### config.mk
export PLATFORM = sky130hd
export DESIGN_NAME = gb_cart_top
export DESIGN_NICKNAME = d
export VERILOG_FILES = /design/src/common/gb_cart_pkg.sv /design/src/common/cart_info_if.sv /design/src/common/mbc_state_if.sv /design/src/loader/rom_loader.sv /design/src/mbc/mbc_regs.sv /design/src/mbc/cart_mem_port.sv /design/src/logic/gb_cart_top.sv
export SDC_FILE = /design/constraint.sdc
export NUM_CORES = 1
export LEC_CHECK = 0
export BUFFER_PORTS_ARGS = -buffer_cell sky130_fd_sc_hd__buf_2
export CAP_MARGIN = 20
export CORE_MARGIN = 10
export CORE_UTILIZATION = 46
export CTS_CLUSTER_DIAMETER = 150
export CTS_CLUSTER_SIZE = 28
export DETAILED_ROUTE_END_ITERATION = 12
export PLACE_DENSITY = 0.81
export SLEW_MARGIN = 25
export SYNTH_ARGS = -nofsm -noshare
export SYNTH_HDL_FRONTEND = slang
export SYNTH_SLANG_ARGS = --single-unit
### constraint.sdc
create_clock -name clk_sys -period 2.7 [get_ports clk_sys]
set_input_delay 0.135 -clock clk_sys [delete_from_list [all_inputs] [get_ports clk_sys]]
set_output_delay 0.135 -clock clk_sys [all_outputs]
set_load 0.02 [all_outputs]
### src/common/gb_cart_pkg.sv
package gb_cart_pkg;

	// ------------------------------------------------------------------------
	// widths
	// ------------------------------------------------------------------------
	localparam int mem_addr_w_default = 24;	// external memory, 16-bit words
	localparam int rom_bank_w         = 7;	// up to 128 banks of 16k
	localparam int ram_bank_w         = 2;	// up to 4 banks of 8k
	localparam int mbc_kind_w         = 3;

	// controller kind codes, decoded from header byte 0x147
	localparam logic [mbc_kind_w-1:0] kind_none = 3'd0;	// also mmm01, mbc4, tama5, huc
	localparam logic [mbc_kind_w-1:0] kind_mbc1 = 3'd1;
	localparam logic [mbc_kind_w-1:0] kind_mbc2 = 3'd2;
	localparam logic [mbc_kind_w-1:0] kind_mbc3 = 3'd3;	// rtc select only, no clock
	localparam logic [mbc_kind_w-1:0] kind_mbc5 = 3'd4;

	// header byte addresses as seen on the download port
	// type sits in the high byte of the word at 0x146
	// ram size in the high byte and rom size in the low byte at 0x148
	localparam logic [24:0] hdr_type_addr = 25'h146;
	localparam logic [24:0] hdr_size_addr = 25'h148;

	// ------------------------------------------------------------------------
	// console address regions, cart_addr[15:13]
	// ------------------------------------------------------------------------
	localparam logic [2:0] region_ram_en   = 3'b000;	// 0000-1fff write
	localparam logic [2:0] region_rom_bank = 3'b001;	// 2000-3fff write
	localparam logic [2:0] region_ram_bank = 3'b010;	// 4000-5fff write
	localparam logic [2:0] region_mode     = 3'b011;	// 6000-7fff write
	localparam logic [2:0] region_ext_ram  = 3'b101;	// a000-bfff read/write

	// one console write byte, seen either as a rom bank number or as a
	// ram bank select with the mbc3 rtc flag in bit 3
	typedef struct packed {
		logic                  rsvd;
		logic [rom_bank_w-1:0] bank;
	} rom_view_t;

	typedef struct packed {
		logic [3:0]            rsvd;
		logic                  rtc_sel;	// mbc3 only, 08..0c picks an rtc reg
		logic                  spare;
		logic [ram_bank_w-1:0] bank;
	} ram_view_t;

	typedef union packed {
		rom_view_t rom;
		ram_view_t ram;
	} cart_wdata_u;

endpackage

### src/common/cart_info_if.sv
`timescale 1ns/1ps

// cartridge facts taken from the header while the rom is downloaded
interface cart_info_if;
	import gb_cart_pkg::*;

	logic                  ready;		// first word committed to memory
	logic [mbc_kind_w-1:0] kind;		// controller type
	logic [rom_bank_w-1:0] rom_mask;	// rom bank mirroring
	logic [ram_bank_w-1:0] ram_mask;	// ram bank mirroring

	modport src (
		output ready,
		output kind,
		output rom_mask,
		output ram_mask
	);

	modport snk (
		input ready,
		input kind,
		input rom_mask,
		input ram_mask
	);

endinterface

### src/common/mbc_state_if.sv
`timescale 1ns/1ps

// banking state as written by the console
interface mbc_state_if;
	import gb_cart_pkg::*;

	logic [rom_bank_w-1:0] rom_bank;	// raw register, masked later
	logic [ram_bank_w-1:0] ram_bank;	// also upper rom bits on mbc1 mode 0
	logic                  mbc1_mode;	// 0 = 16/8, 1 = 4/32
	logic                  mbc3_rtc;	// a000-bfff points at the rtc
	logic                  ram_enable;

	modport regs (
		output rom_bank,
		output ram_bank,
		output mbc1_mode,
		output mbc3_rtc,
		output ram_enable
	);

	modport map (
		input rom_bank,
		input ram_bank,
		input mbc1_mode,
		input mbc3_rtc,
		input ram_enable
	);

endinterface

### src/loader/rom_loader.sv
`timescale 1ns/1ps

module rom_loader #(
	parameter int ce_div_log2 = 3			// ce_cpu every 2**n clocks
) (
	input  logic        clk_sys,
	input  logic        reset,
	input  logic        dl_active,
	input  logic        dl_wr,
	input  logic [24:0] dl_addr,
	input  logic [15:0] dl_data,
	output logic        dl_wait,
	output logic        dl_write,			// memory write request for the held word
	output logic        ce_cpu,
	cart_info_if.src    info
);
	import gb_cart_pkg::*;

	logic [ce_div_log2-1:0] div;
	logic [7:0]             type_byte;		// header 0x147
	logic [7:0]             rom_size;		// header 0x148
	logic [7:0]             ram_size;		// header 0x149

	// ------------------------------------------------------------------------
	// console clock enable, one pulse per turn of the divider
	// ------------------------------------------------------------------------
	always_ff @(posedge clk_sys) begin
		if (reset) begin
			div    <= '0;
			ce_cpu <= 1'b0;
		end else begin
			div    <= div + 1'b1;
			ce_cpu <= (div == '0);		// first pulse one clock out of reset
		end
	end

	// download handshake
	// wait goes up on the host write, the flag follows on the next enable
	// and both drop on the enable after, which is when memory takes the word
	always_ff @(posedge clk_sys) begin
		if (reset) begin
			dl_wait    <= 1'b0;
			dl_write   <= 1'b0;
			info.ready <= 1'b0;
		end else begin
			if (dl_wr)
				dl_wait <= 1'b1;
			if (ce_cpu) begin
				dl_write <= dl_wait;
				if (dl_write) begin
					dl_wait    <= 1'b0;
					dl_write   <= 1'b0;
					info.ready <= 1'b1;	// sticky once anything landed
				end
			end
		end
	end

	// header capture straight off the port, no need to read back memory
	always_ff @(posedge clk_sys) begin
		if (reset) begin
			type_byte <= 8'h00;
			rom_size  <= 8'h00;
			ram_size  <= 8'h00;
		end else if (dl_active && dl_wr) begin
			if (dl_addr == hdr_type_addr)
				type_byte <= dl_data[15:8];
			if (dl_addr == hdr_size_addr)
				{ram_size, rom_size} <= dl_data;
		end
	end

	// ------------------------------------------------------------------------
	// header decode
	// ------------------------------------------------------------------------
	always_comb begin
		case (type_byte)
			8'h01, 8'h02, 8'h03:                      info.kind = kind_mbc1;
			8'h05, 8'h06:                             info.kind = kind_mbc2;
			8'h0f, 8'h10, 8'h11, 8'h12, 8'h13:        info.kind = kind_mbc3;
			8'h19, 8'h1a, 8'h1b, 8'h1c, 8'h1d, 8'h1e: info.kind = kind_mbc5;
			default:                                  info.kind = kind_none;
		endcase

		case (rom_size)
			8'h00:   info.rom_mask = 7'h01;	// 32k, two banks
			8'h01:   info.rom_mask = 7'h03;
			8'h02:   info.rom_mask = 7'h07;
			8'h03:   info.rom_mask = 7'h0f;
			8'h04:   info.rom_mask = 7'h1f;
			8'h05:   info.rom_mask = 7'h3f;
			8'h06:   info.rom_mask = 7'h7f;	// 2M
			8'h52:   info.rom_mask = 7'h47;	// 72 banks
			8'h53:   info.rom_mask = 7'h4f;	// 80 banks
			default: info.rom_mask = 7'h5f;	// 54 = 96 banks, odd codes land here too
		endcase

		// 2k and 8k parts have one bank, anything larger gets four
		info.ram_mask = (ram_size <= 8'h02) ? 2'b00 : 2'b11;
	end

	// the host may only strobe while the loader is idle
	a_no_wr_while_wait: assert property (
		@(posedge clk_sys) disable iff (reset)
		dl_wr |-> !dl_wait
	);

endmodule

### src/mbc/mbc_regs.sv
`timescale 1ns/1ps

module mbc_regs (
	input  logic        clk_sys,
	input  logic        reset,
	input  logic        dl_active,
	input  logic        ce_cpu,
	input  logic [15:0] cart_addr,
	input  logic        cart_wr,
	input  logic [7:0]  cart_di,
	cart_info_if.snk    info,
	mbc_state_if.regs   state
);
	import gb_cart_pkg::*;

	cart_wdata_u wdata;
	logic [2:0]  region;
	logic        wr_en;

	assign wdata  = cart_di;
	assign region = cart_addr[15:13];
	assign wr_en  = ce_cpu && cart_wr;	// console bus is only valid on enables

	// ------------------------------------------------------------------------
	// bank and mode registers
	// a new download puts everything back to power-up state
	// ------------------------------------------------------------------------
	always_ff @(posedge clk_sys) begin
		if (reset || dl_active) begin
			state.rom_bank   <= 7'd1;
			state.ram_bank   <= 2'd0;
			state.mbc1_mode  <= 1'b0;
			state.mbc3_rtc   <= 1'b0;
			state.ram_enable <= 1'b0;
		end else if (wr_en) begin
			case (region)
				region_ram_en: begin
					state.ram_enable <= (cart_di[3:0] == 4'ha);	// only 0a unlocks
				end
				region_rom_bank: begin
					// bank 0 can't be paged in at 4000 except on mbc5
					if (info.kind != kind_mbc5 && wdata.rom.bank[4:0] == 5'd0)
						state.rom_bank <= 7'd1;
					else
						state.rom_bank <= wdata.rom.bank;
				end
				region_ram_bank: begin
					if (info.kind == kind_mbc3) begin
						if (wdata.ram.rtc_sel) begin
							state.mbc3_rtc <= 1'b1;		// rtc register visible at a000
						end else begin
							state.mbc3_rtc <= 1'b0;
							state.ram_bank <= wdata.ram.bank;
						end
					end else begin
						state.ram_bank <= wdata.ram.bank;	// mbc1 upper rom bits too
					end
				end
				region_mode: begin
					if (info.kind == kind_mbc1)
						state.mbc1_mode <= cart_di[0];
				end
				default: ;	// rom reads and ext ram writes are not registers
			endcase
		end
	end

	// holds across the loader's kind decode and the write logic here
	a_rom_bank_nonzero: assert property (
		@(posedge clk_sys) disable iff (reset)
		(info.kind != kind_mbc5) |-> (state.rom_bank != '0)
	);

endmodule

### src/mbc/cart_mem_port.sv
`timescale 1ns/1ps

module cart_mem_port #(
	parameter int mem_addr_w = gb_cart_pkg::mem_addr_w_default
) (
	input  logic                  dl_active,
	input  logic                  dl_write,
	input  logic [24:0]           dl_addr,
	input  logic [15:0]           dl_data,
	input  logic [15:0]           cart_addr,
	input  logic                  cart_rd,
	input  logic                  cart_wr,
	input  logic [7:0]            cart_di,
	cart_info_if.snk              info,
	mbc_state_if.map              state,
	output logic [mem_addr_w-1:0] mem_addr,
	output logic [15:0]           mem_din,
	output logic [1:0]            mem_ds,
	output logic                  mem_we,
	output logic                  mem_oe,
	input  logic [15:0]           mem_dout,
	output logic [7:0]            cart_do
);
	import gb_cart_pkg::*;

	// word map: bank in bits 20..12, byte offset/2 below
	// bank 000-0ff is rom, 100-103 is cart ram, mbc2 ram shares 100

	logic                  is_rom0;		// 0000-3fff
	logic                  is_romx;		// 4000-7fff
	logic                  is_ext_ram;	// a000-bfff
	logic                  is_mbc2_ram;	// a000-a1ff, 512 nibbles inside mbc2
	logic [rom_bank_w-1:0] rom_bank_m;
	logic [ram_bank_w-1:0] ram_bank_m;
	logic [8:0]            ram_sel;
	logic [8:0]            bank;
	logic                  cart_ram_wr;
	logic [7:0]            rd_byte;

	assign is_rom0     = (cart_addr[15:14] == 2'b00);
	assign is_romx     = (cart_addr[15:14] == 2'b01);
	assign is_ext_ram  = (cart_addr[15:13] == region_ext_ram);
	assign is_mbc2_ram = (cart_addr[15:9] == 7'b1010000);

	// ------------------------------------------------------------------------
	// bank forming
	// ------------------------------------------------------------------------
	always_comb begin
		// mbc1 mode 0 borrows the ram bank as rom bits 6:5 and leaves ram unbanked
		if (info.kind == kind_mbc1) begin
			rom_bank_m = {state.mbc1_mode ? 2'b00 : state.ram_bank,
				state.rom_bank[4:0]} & info.rom_mask;
			ram_bank_m = (state.mbc1_mode ? state.ram_bank : 2'b00) & info.ram_mask;
		end else begin
			rom_bank_m = state.rom_bank & info.rom_mask;	// mirroring
			ram_bank_m = state.ram_bank & info.ram_mask;
		end
	end

	assign ram_sel = {7'b1000000, ram_bank_m};

	always_comb begin
		bank = 9'd0;
		if (info.kind == kind_none)
			bank = {7'd0, cart_addr[14:13]};		// plain 32k, linear
		else if (is_rom0)
			bank = {8'd0, cart_addr[13]};
		else if (is_romx)
			bank = {1'b0, rom_bank_m, cart_addr[13]};
		else if (is_ext_ram) begin
			case (info.kind)
				kind_mbc2: bank = is_mbc2_ram ? 9'h100 : 9'd0;
				kind_mbc3: bank = state.mbc3_rtc ? 9'd0 : ram_sel;	// rtc reads bank 0
				default:   bank = ram_sel;
			endcase
		end
	end

	// ------------------------------------------------------------------------
	// memory request, download owns the port while active
	// ------------------------------------------------------------------------
	assign cart_ram_wr = cart_wr && state.ram_enable && is_ext_ram;

	assign mem_addr = dl_active ? mem_addr_w'(dl_addr[24:1]) :
		mem_addr_w'({bank, cart_addr[12:1]});
	assign mem_ds   = dl_active ? 2'b11 : {cart_addr[0], ~cart_addr[0]};	// byte lane
	assign mem_din  = dl_active ? dl_data : {cart_di, cart_di};
	assign mem_we   = dl_active ? dl_write : cart_ram_wr;
	assign mem_oe   = ~dl_active & cart_rd;

	// read shaping
	assign rd_byte = cart_addr[0] ? mem_dout[15:8] : mem_dout[7:0];

	always_comb begin
		if (!info.ready)
			cart_do = 8'h00;					// nothing loaded yet
		else if (is_ext_ram && !state.ram_enable)
			cart_do = 8'hff;					// locked ram floats high
		else if (is_mbc2_ram && info.kind == kind_mbc2)
			cart_do = {4'hf, rd_byte[3:0]};	// only 4 bits per cell
		else
			cart_do = rd_byte;
	end

endmodule

### src/logic/gb_cart_top.sv
`timescale 1ns/1ps

module gb_cart_top #(
	parameter int mem_addr_w = gb_cart_pkg::mem_addr_w_default
) (
	input  logic                  clk_sys,
	input  logic                  reset,

	// host download
	input  logic                  dl_active,
	input  logic                  dl_wr,
	input  logic [24:0]           dl_addr,
	input  logic [15:0]           dl_data,
	output logic                  dl_wait,

	// console cartridge bus
	input  logic [15:0]           cart_addr,
	input  logic                  cart_rd,
	input  logic                  cart_wr,
	input  logic [7:0]            cart_di,
	output logic [7:0]            cart_do,
	output logic                  ce_cpu,

	// external word memory
	output logic [mem_addr_w-1:0] mem_addr,
	output logic [15:0]           mem_din,
	output logic [1:0]            mem_ds,
	output logic                  mem_we,
	output logic                  mem_oe,
	input  logic [15:0]           mem_dout
);

	localparam int ce_div_log2 = 3;	// console runs at clk_sys / 8

	logic dl_write;

	cart_info_if info_bus ();
	mbc_state_if state_bus ();

	// ------------------------------------------------------------------------
	// loader, registers, memory port
	// ------------------------------------------------------------------------
	rom_loader #(
		.ce_div_log2 (ce_div_log2)
	) loader0 (
		.clk_sys   (clk_sys),
		.reset     (reset),
		.dl_active (dl_active),
		.dl_wr     (dl_wr),
		.dl_addr   (dl_addr),
		.dl_data   (dl_data),
		.dl_wait   (dl_wait),
		.dl_write  (dl_write),
		.ce_cpu    (ce_cpu),
		.info      (info_bus.src)
	);

	mbc_regs regs0 (
		.clk_sys   (clk_sys),
		.reset     (reset),
		.dl_active (dl_active),
		.ce_cpu    (ce_cpu),
		.cart_addr (cart_addr),
		.cart_wr   (cart_wr),
		.cart_di   (cart_di),
		.info      (info_bus.snk),
		.state     (state_bus.regs)
	);

	cart_mem_port #(
		.mem_addr_w (mem_addr_w)
	) port0 (
		.dl_active (dl_active),
		.dl_write  (dl_write),
		.dl_addr   (dl_addr),
		.dl_data   (dl_data),
		.cart_addr (cart_addr),
		.cart_rd   (cart_rd),
		.cart_wr   (cart_wr),
		.cart_di   (cart_di),
		.info      (info_bus.snk),
		.state     (state_bus.map),
		.mem_addr  (mem_addr),
		.mem_din   (mem_din),
		.mem_ds    (mem_ds),
		.mem_we    (mem_we),
		.mem_oe    (mem_oe),
		.mem_dout  (mem_dout),
		.cart_do   (cart_do)
	);

endmodule

-- Yosys cells after proc, flatten, opt, wreduce, memory -nomap -nowiden
Memory sizes are Yosys's and may differ from the RTL's. A register that Yosys moved wholly into a read port is not among the register bits.
Index checks and enable logic that the tools add are counted.
- $add $sub $neg: 1
- magnitude comparators: 1
- equality and inequality tests: 22
- multiplexer cells: 32
- bitwise operators: 7
- reductions and logical operators: 24
- operators with widths (cell ; count):
    $pmux W7 S9 ; 1
    $mux W9 ; 6
    $eq A25 B9 Y1 const B ; 2
    $mux W8 ; 4
    $eq A8 B3 Y1 const B ; 3
    $mux W24 ; 1
    $pmux W9 S2 ; 1
    $eq A8 B2 Y1 const B ; 2
    $eq A8 B7 Y1 const B ; 2
    $mux W16 ; 1
    $and A7 B7 Y7 ; 2
    $mux W2 ; 7
    $mux W7 ; 2
    $eq A3 B2 Y1 const B ; 4
    $logic_not A3 Y1 ; 4
    $mux W5 ; 2
    $reduce_and A2 Y1 ; 5
    $reduce_and A3 Y1 ; 3
    $eq A8 B1 Y1 const B ; 1
    $le A8 B2 Y1 const B ; 1
    $logic_not A8 Y1 ; 1
    $eq A7 B7 Y1 const B ; 1
    $logic_and A1 B1 Y1 ; 7
    $eq A3 B1 Y1 const B ; 2
    15 further kinds ; 22
- flip-flop bits (word level): 43
- memory bits (read-only): 96
- output and inout bits: 54
- memories: 1
- memories (name ; words ; width ; rd ports ; clocked after Yosys merged registers in ; write ports ; RTL line ; text):
    (no name shown) ; 32 ; 3 ; 1 ; 1 ; 0 ; rom_loader.sv:77 ; case (type_byte)

-- Depth between registers and ports, before layout
- word-level depth: 11
- gate-level depth with buffers: 9

-- By module
Synthesis repeated with hierarchy kept, for this count alone.
- cell total of the unflattened synthesis: 367
- area, all modules: 3101.7 um^2
- by module, submodules not included (module ; times used ; cells an instance ; area each (um^2) ; seq. area each (um^2)):
    rom_loader ; 1 ; 176 ; 1675.4 ; 680.7
    cart_mem_port ; 1 ; 124 ; 834.6 ; 0.0
    mbc_regs ; 1 ; 67 ; 591.8 ; 240.2

-- Least setup slack after synthesis
No wires, ideal clock.
- path kind: input -> register
- from: input dl_addr[4]
- to: register (tool-made name)
- library setup time: 0.117 ns
- data arrival time: 2.023 ns
- setup slack: 0.560 ns
- stages: 8
- buffers on the path: 0
- cells stage by stage: nor4b_2 > nand4_2 > nor3_4 > mux2i_1 > nor2_1 > ha_1 > mux2_2 > a22o_1
- RTL lines (element ; RTL line ; text):
    start: declaration ; gb_cart_top.sv:12 ; input logic [24:0] dl_addr,

-- Final worst setup path
- from: register loader0.type_byte[5]
- to: output mem_addr[18]
- longest elaborated chain between the ends: 9
- elaborated cells between the ends (all ways): 13
- those cells by class: eq/ne (3); mux (8); reduce/logical (2)
- RTL lines (element ; RTL line ; text):
    start: declaration ; rom_loader.sv:20 ; logic [7:0] type_byte;
    start signal: assignment ; rom_loader.sv:67 ; type_byte <= dl_data[15:8];
    $logic_not A3 Y1 (*) ; rom_loader.sv:77 ;
    $mux W3 (*) ; rom_loader.sv:77 ;
    $eq A3 B2 Y1 ; cart_mem_port.sv:71 ; case (info.kind)
    $pmux W9 S2 ; cart_mem_port.sv:71 ;
    $mux W9 ; cart_mem_port.sv:70 ; else if (is_ext_ram) begin
    $mux W9 ; cart_mem_port.sv:68 ; else if (is_romx)
    $mux W9 ; cart_mem_port.sv:66 ; else if (is_rom0)
    $mux W9 (*) ; cart_mem_port.sv:64 ; if (info.kind == kind_none)
    $mux W24 (*) ; cart_mem_port.sv:84 ; assign mem_addr = dl_active ? mem_addr_w'(dl_addr[24:1]) :
    end: declaration ; gb_cart_top.sv:25 ; output logic [mem_addr_w-1:0] mem_addr,
Every way passes the cells marked *; elsewhere a longest branch is shown, timed or not.

==> impl_results.md <==
* Status: complete, no violations
* Synth warn at 0
* Post-route ant nets at 0
* Post-synthesis sequential area ratio at 33.0%
* Port bufs at 140
* Post-Synth Adder-Cell Area at 1.79%
* Worst-path clk slew at 0.08 ns
* Unrepaired setup endpoints after global routing: no
* Int Pwr at 1.21 mW
* Largest net degree at the start of global routing at 58
* Std cell rows at 28
* Share of cells above drive strength 1 at 36.5%
* Syn Inst Count at 351
* Post-synth EDFFs at 0
* Final setup TNS at 0 ns
* Fin nets at 575
* Root Buffer: clkbuf_8
* Non-Filler Instances at 560
* Net Sw Frac at 26.3%
* Core area at 5920 um^2
* DIE HEIGHT at 97.9 um
* WS Path Type: reg2out
* Post-CTS Setup Repair Bufs at 0
* Netlist cell types at 50
* Multi-input logic area at 1770 um^2
* Peak VDD IR at 245 uV
* Reg power frac at 42.1%
* CP Data Required Time at 2.57 ns
* Initial antenna violation count at 0
* Setup crit start kind: flop
* Synth Area in Simple Gates at 32.8%
* Worst EP arrival at 2.36 ns
* Post-synthesis xor/xnor area fraction at 0.627%
* Post-synth top area cell: dfxtp_1
* Post-Place Cells at 552
* Via/cell ratio at 5.36
* Net count of the mapped netlist at 442
* Tcrit/Tclk final at 92.5%
* Fin. Hold Viols at 0
* Met2 layer usage reported by global route at 34.1%
* Post-layout minimum cycle time at 2.50 ns
* Largest family of logic cells by synthesized area: simple AND/OR/NAND/NOR gates
* Fmax at 400 MHz
* Count leader, synth: nand2_1
* Grt ovf at 0
* Initial core utilization at 47.2%
* Routed len/inst at 16.9 um
* FF+latch area at 921 um^2
* LEAKAGE at 1.75 nW
* Worst Max-Slew Pin Slew at 0.683 ns
* Slew Viols, Final at 0
* CTS tree: yes
* Via count at 3004
* Total track usage at 18.7%
* DR pass1 iterations at 4
* Vias in the first global route at 2989
* DIE WIDTH at 97.9 um
* Final Total Pwr at 1.65 mW
* PwrDens at 448 nW/um^2
* Synth cell count leaders: nand2_1, dfxtp_1, nor2_1
* DR iter-0 viols at 157
* Diodes inserted at 0
* Clk Latency, worst-skew pair at 0.30 ns
* Met1 Use GR at 20.7%
* Mapped Area at 2790 um^2
* # IOs at 141
* P&R area growth vs syn at 31.7%
* Post-synthesis mux area share at 15.0%
* Synth top area cells: dfxtp_1, nand2_1, mux2i_1, mux2_2, nor2_1
* Seq cells post-synth at 46
* Cts bufs inserted at 5
* Post-synth top flop: dfxtp_1
* Post-synth top area share at 33.0%
* Global-route wire length before repair at 15000 um
* Post-Route WL at 9440 um
* Clock share of power at 38.0%
* Max_slew headroom at 54.1%
* Synth async-reset ratio at 0%
* GRT met3 Usage at 5.29%
* Combinational share of power at 19.9%
* Setup Skew at 0.00593 ns
* Avg Inst Size Synth at 7.96 um^2
* Post-DP HPWL at 7710 um
* Max clock buf depth at 2
* Psw at 0.434 mW
* Routability cong. at 0.982
* Gr busiest metal: met2
* Drt drc at 0
* Hold_buf cts at 0
* CTS H-tree depth at 2
* Maxcap violations at 0
* Synth Area in Compound Gates at 13.3%
* Resized cells post-CTS at 0
* Clk sinks at 46
* Final setup fails at 0
* DIE AREA at 9590 um^2
* Critical path fanouts, max at 6
* Hold Path Class: in2reg
* Worst setup EP type: output pin
* Fillers at 538
[worst max-delay path: stages (launching register included)]
cell and delay (ns):
dfxtp_1 0.32, nor3_1 0.58, nand3_1 0.38, nor3b_1 0.36
a21oi_1 0.09, o21ai_0 0.16, buf_2 0.19
[power by group through the flow]
stage	clock network (mW)	registers [mW]	logic, mW
global route	0.655	0.695	0.355
CTS	0.628	0.694	0.329
floorplan	0	0.711	0.170
global placement	0	0.709	0.321
finish	0.626	0.694	0.328
detailed placement	0	0.710	0.327
[layout make-up]
cell class | count | area share, %
repair buffers | 142 | 19.5
clock inverters | 2 | 1.63
well taps | 75 | 2.55
multi-input cells | 280 | 48.1
inverters | 9 | 0.919
clock buffers | 6 | 2.25
flip-flops and latches | 46 | 25.0
[final timing paths]
| check | depth (start not counted) | slack (ns) | startpoint | endpoint |
|---|---|---|---|---|
| max | 6 | 0.20 | loader0.type_byte[5]$_SDFFE_PP0P_ | mem_addr[18] |
| min | 3 | 0.09 | dl_data[5] | loader0.rom_size[5]$_SDFFE_PP0P_ |
| max reg2reg | 5 | 0.70 | loader0.type_byte[5]$_SDFFE_PP0P_ | regs0.state.mbc1_mode$_SDFFE_PP0P_ |
| min reg2reg | 1 | 0.45 | loader0.div[0]$_SDFF_PP0_ | loader0.div[0]$_SDFF_PP0_ |
[cell usage in the layout, fill, tap and decap left out, types with 3 or more instances in the layout]
cell type	synthesis	routed
nand3_1	7	7
o21ai_0	5	5
clkbuf_8	0	6
nor2b_1	4	4
a22o_1	3	3
a21boi_0	9	9
nor3b_1	3	3
nand3b_1	4	4
a21oi_1	21	21
mux2i_1	26	26
nor3_1	9	9
nand2b_1	11	11
a32o_1	4	4
ha_1	4	4
buf_2	0	140
and2_1	4	4
inv_1	9	9
nor2_1	36	36
a31oi_1	4	4
mux2_2	14	14
dfxtp_1	46	46
or2_2	4	4
nand2_1	74	74
[metal layers]
layer,vias up,share of wire [%]
met2,114,52
met1,1384,39
li1,1489,-
met5,-,0
met4,0,1.6
met3,17,7.2
[logic make-up (layout without fill, tap and decap cells)]
family / count (synthesis) / in the layout
and+or+nand+nor: 178 / 178
AOI/OAI and AO/OA: 56 / 56
DFF: 46 / 46
muxes: 40 / 40
buffers and inverters: 25 / 159
adders and majority gates: 4 / 4
xor gates and xnor gates: 2 / 2
[through the flow]
stage / utilization (%) / cell area (um^2) / hold WS, ns / worst slack, ns
floorplan: - / 2790 / 0.263 / 0.560
detailed placement: 59.7 / 3530 / 0.400 / 0.401
global placement: 59.7 / 3530 / 0.398 / 0.466
global route: 62.1 / 3680 / 0.0913 / 0.0424
finish: 62.1 / 3680 / 0.0928 / 0.202
CTS: 62.1 / 3680 / 0.0908 / 0.253
[state kept, by name, indices dropped and copies added (netlist names), named ones only]
name and flops:
regs0.state.rom_bank 7, loader0.ram_size 8, loader0.info.ready 1, regs0.state.mbc3_rtc 1, loader0.type_byte 8, loader0.dl_wait 1
regs0.state.ram_enable 1, loader0.rom_size 8, loader0.ce_cpu 1, loader0.div 3, loader0.dl_write 1, regs0.state.mbc1_mode 1
regs0.state.ram_bank 2
(Power assumes the default switching activity.)
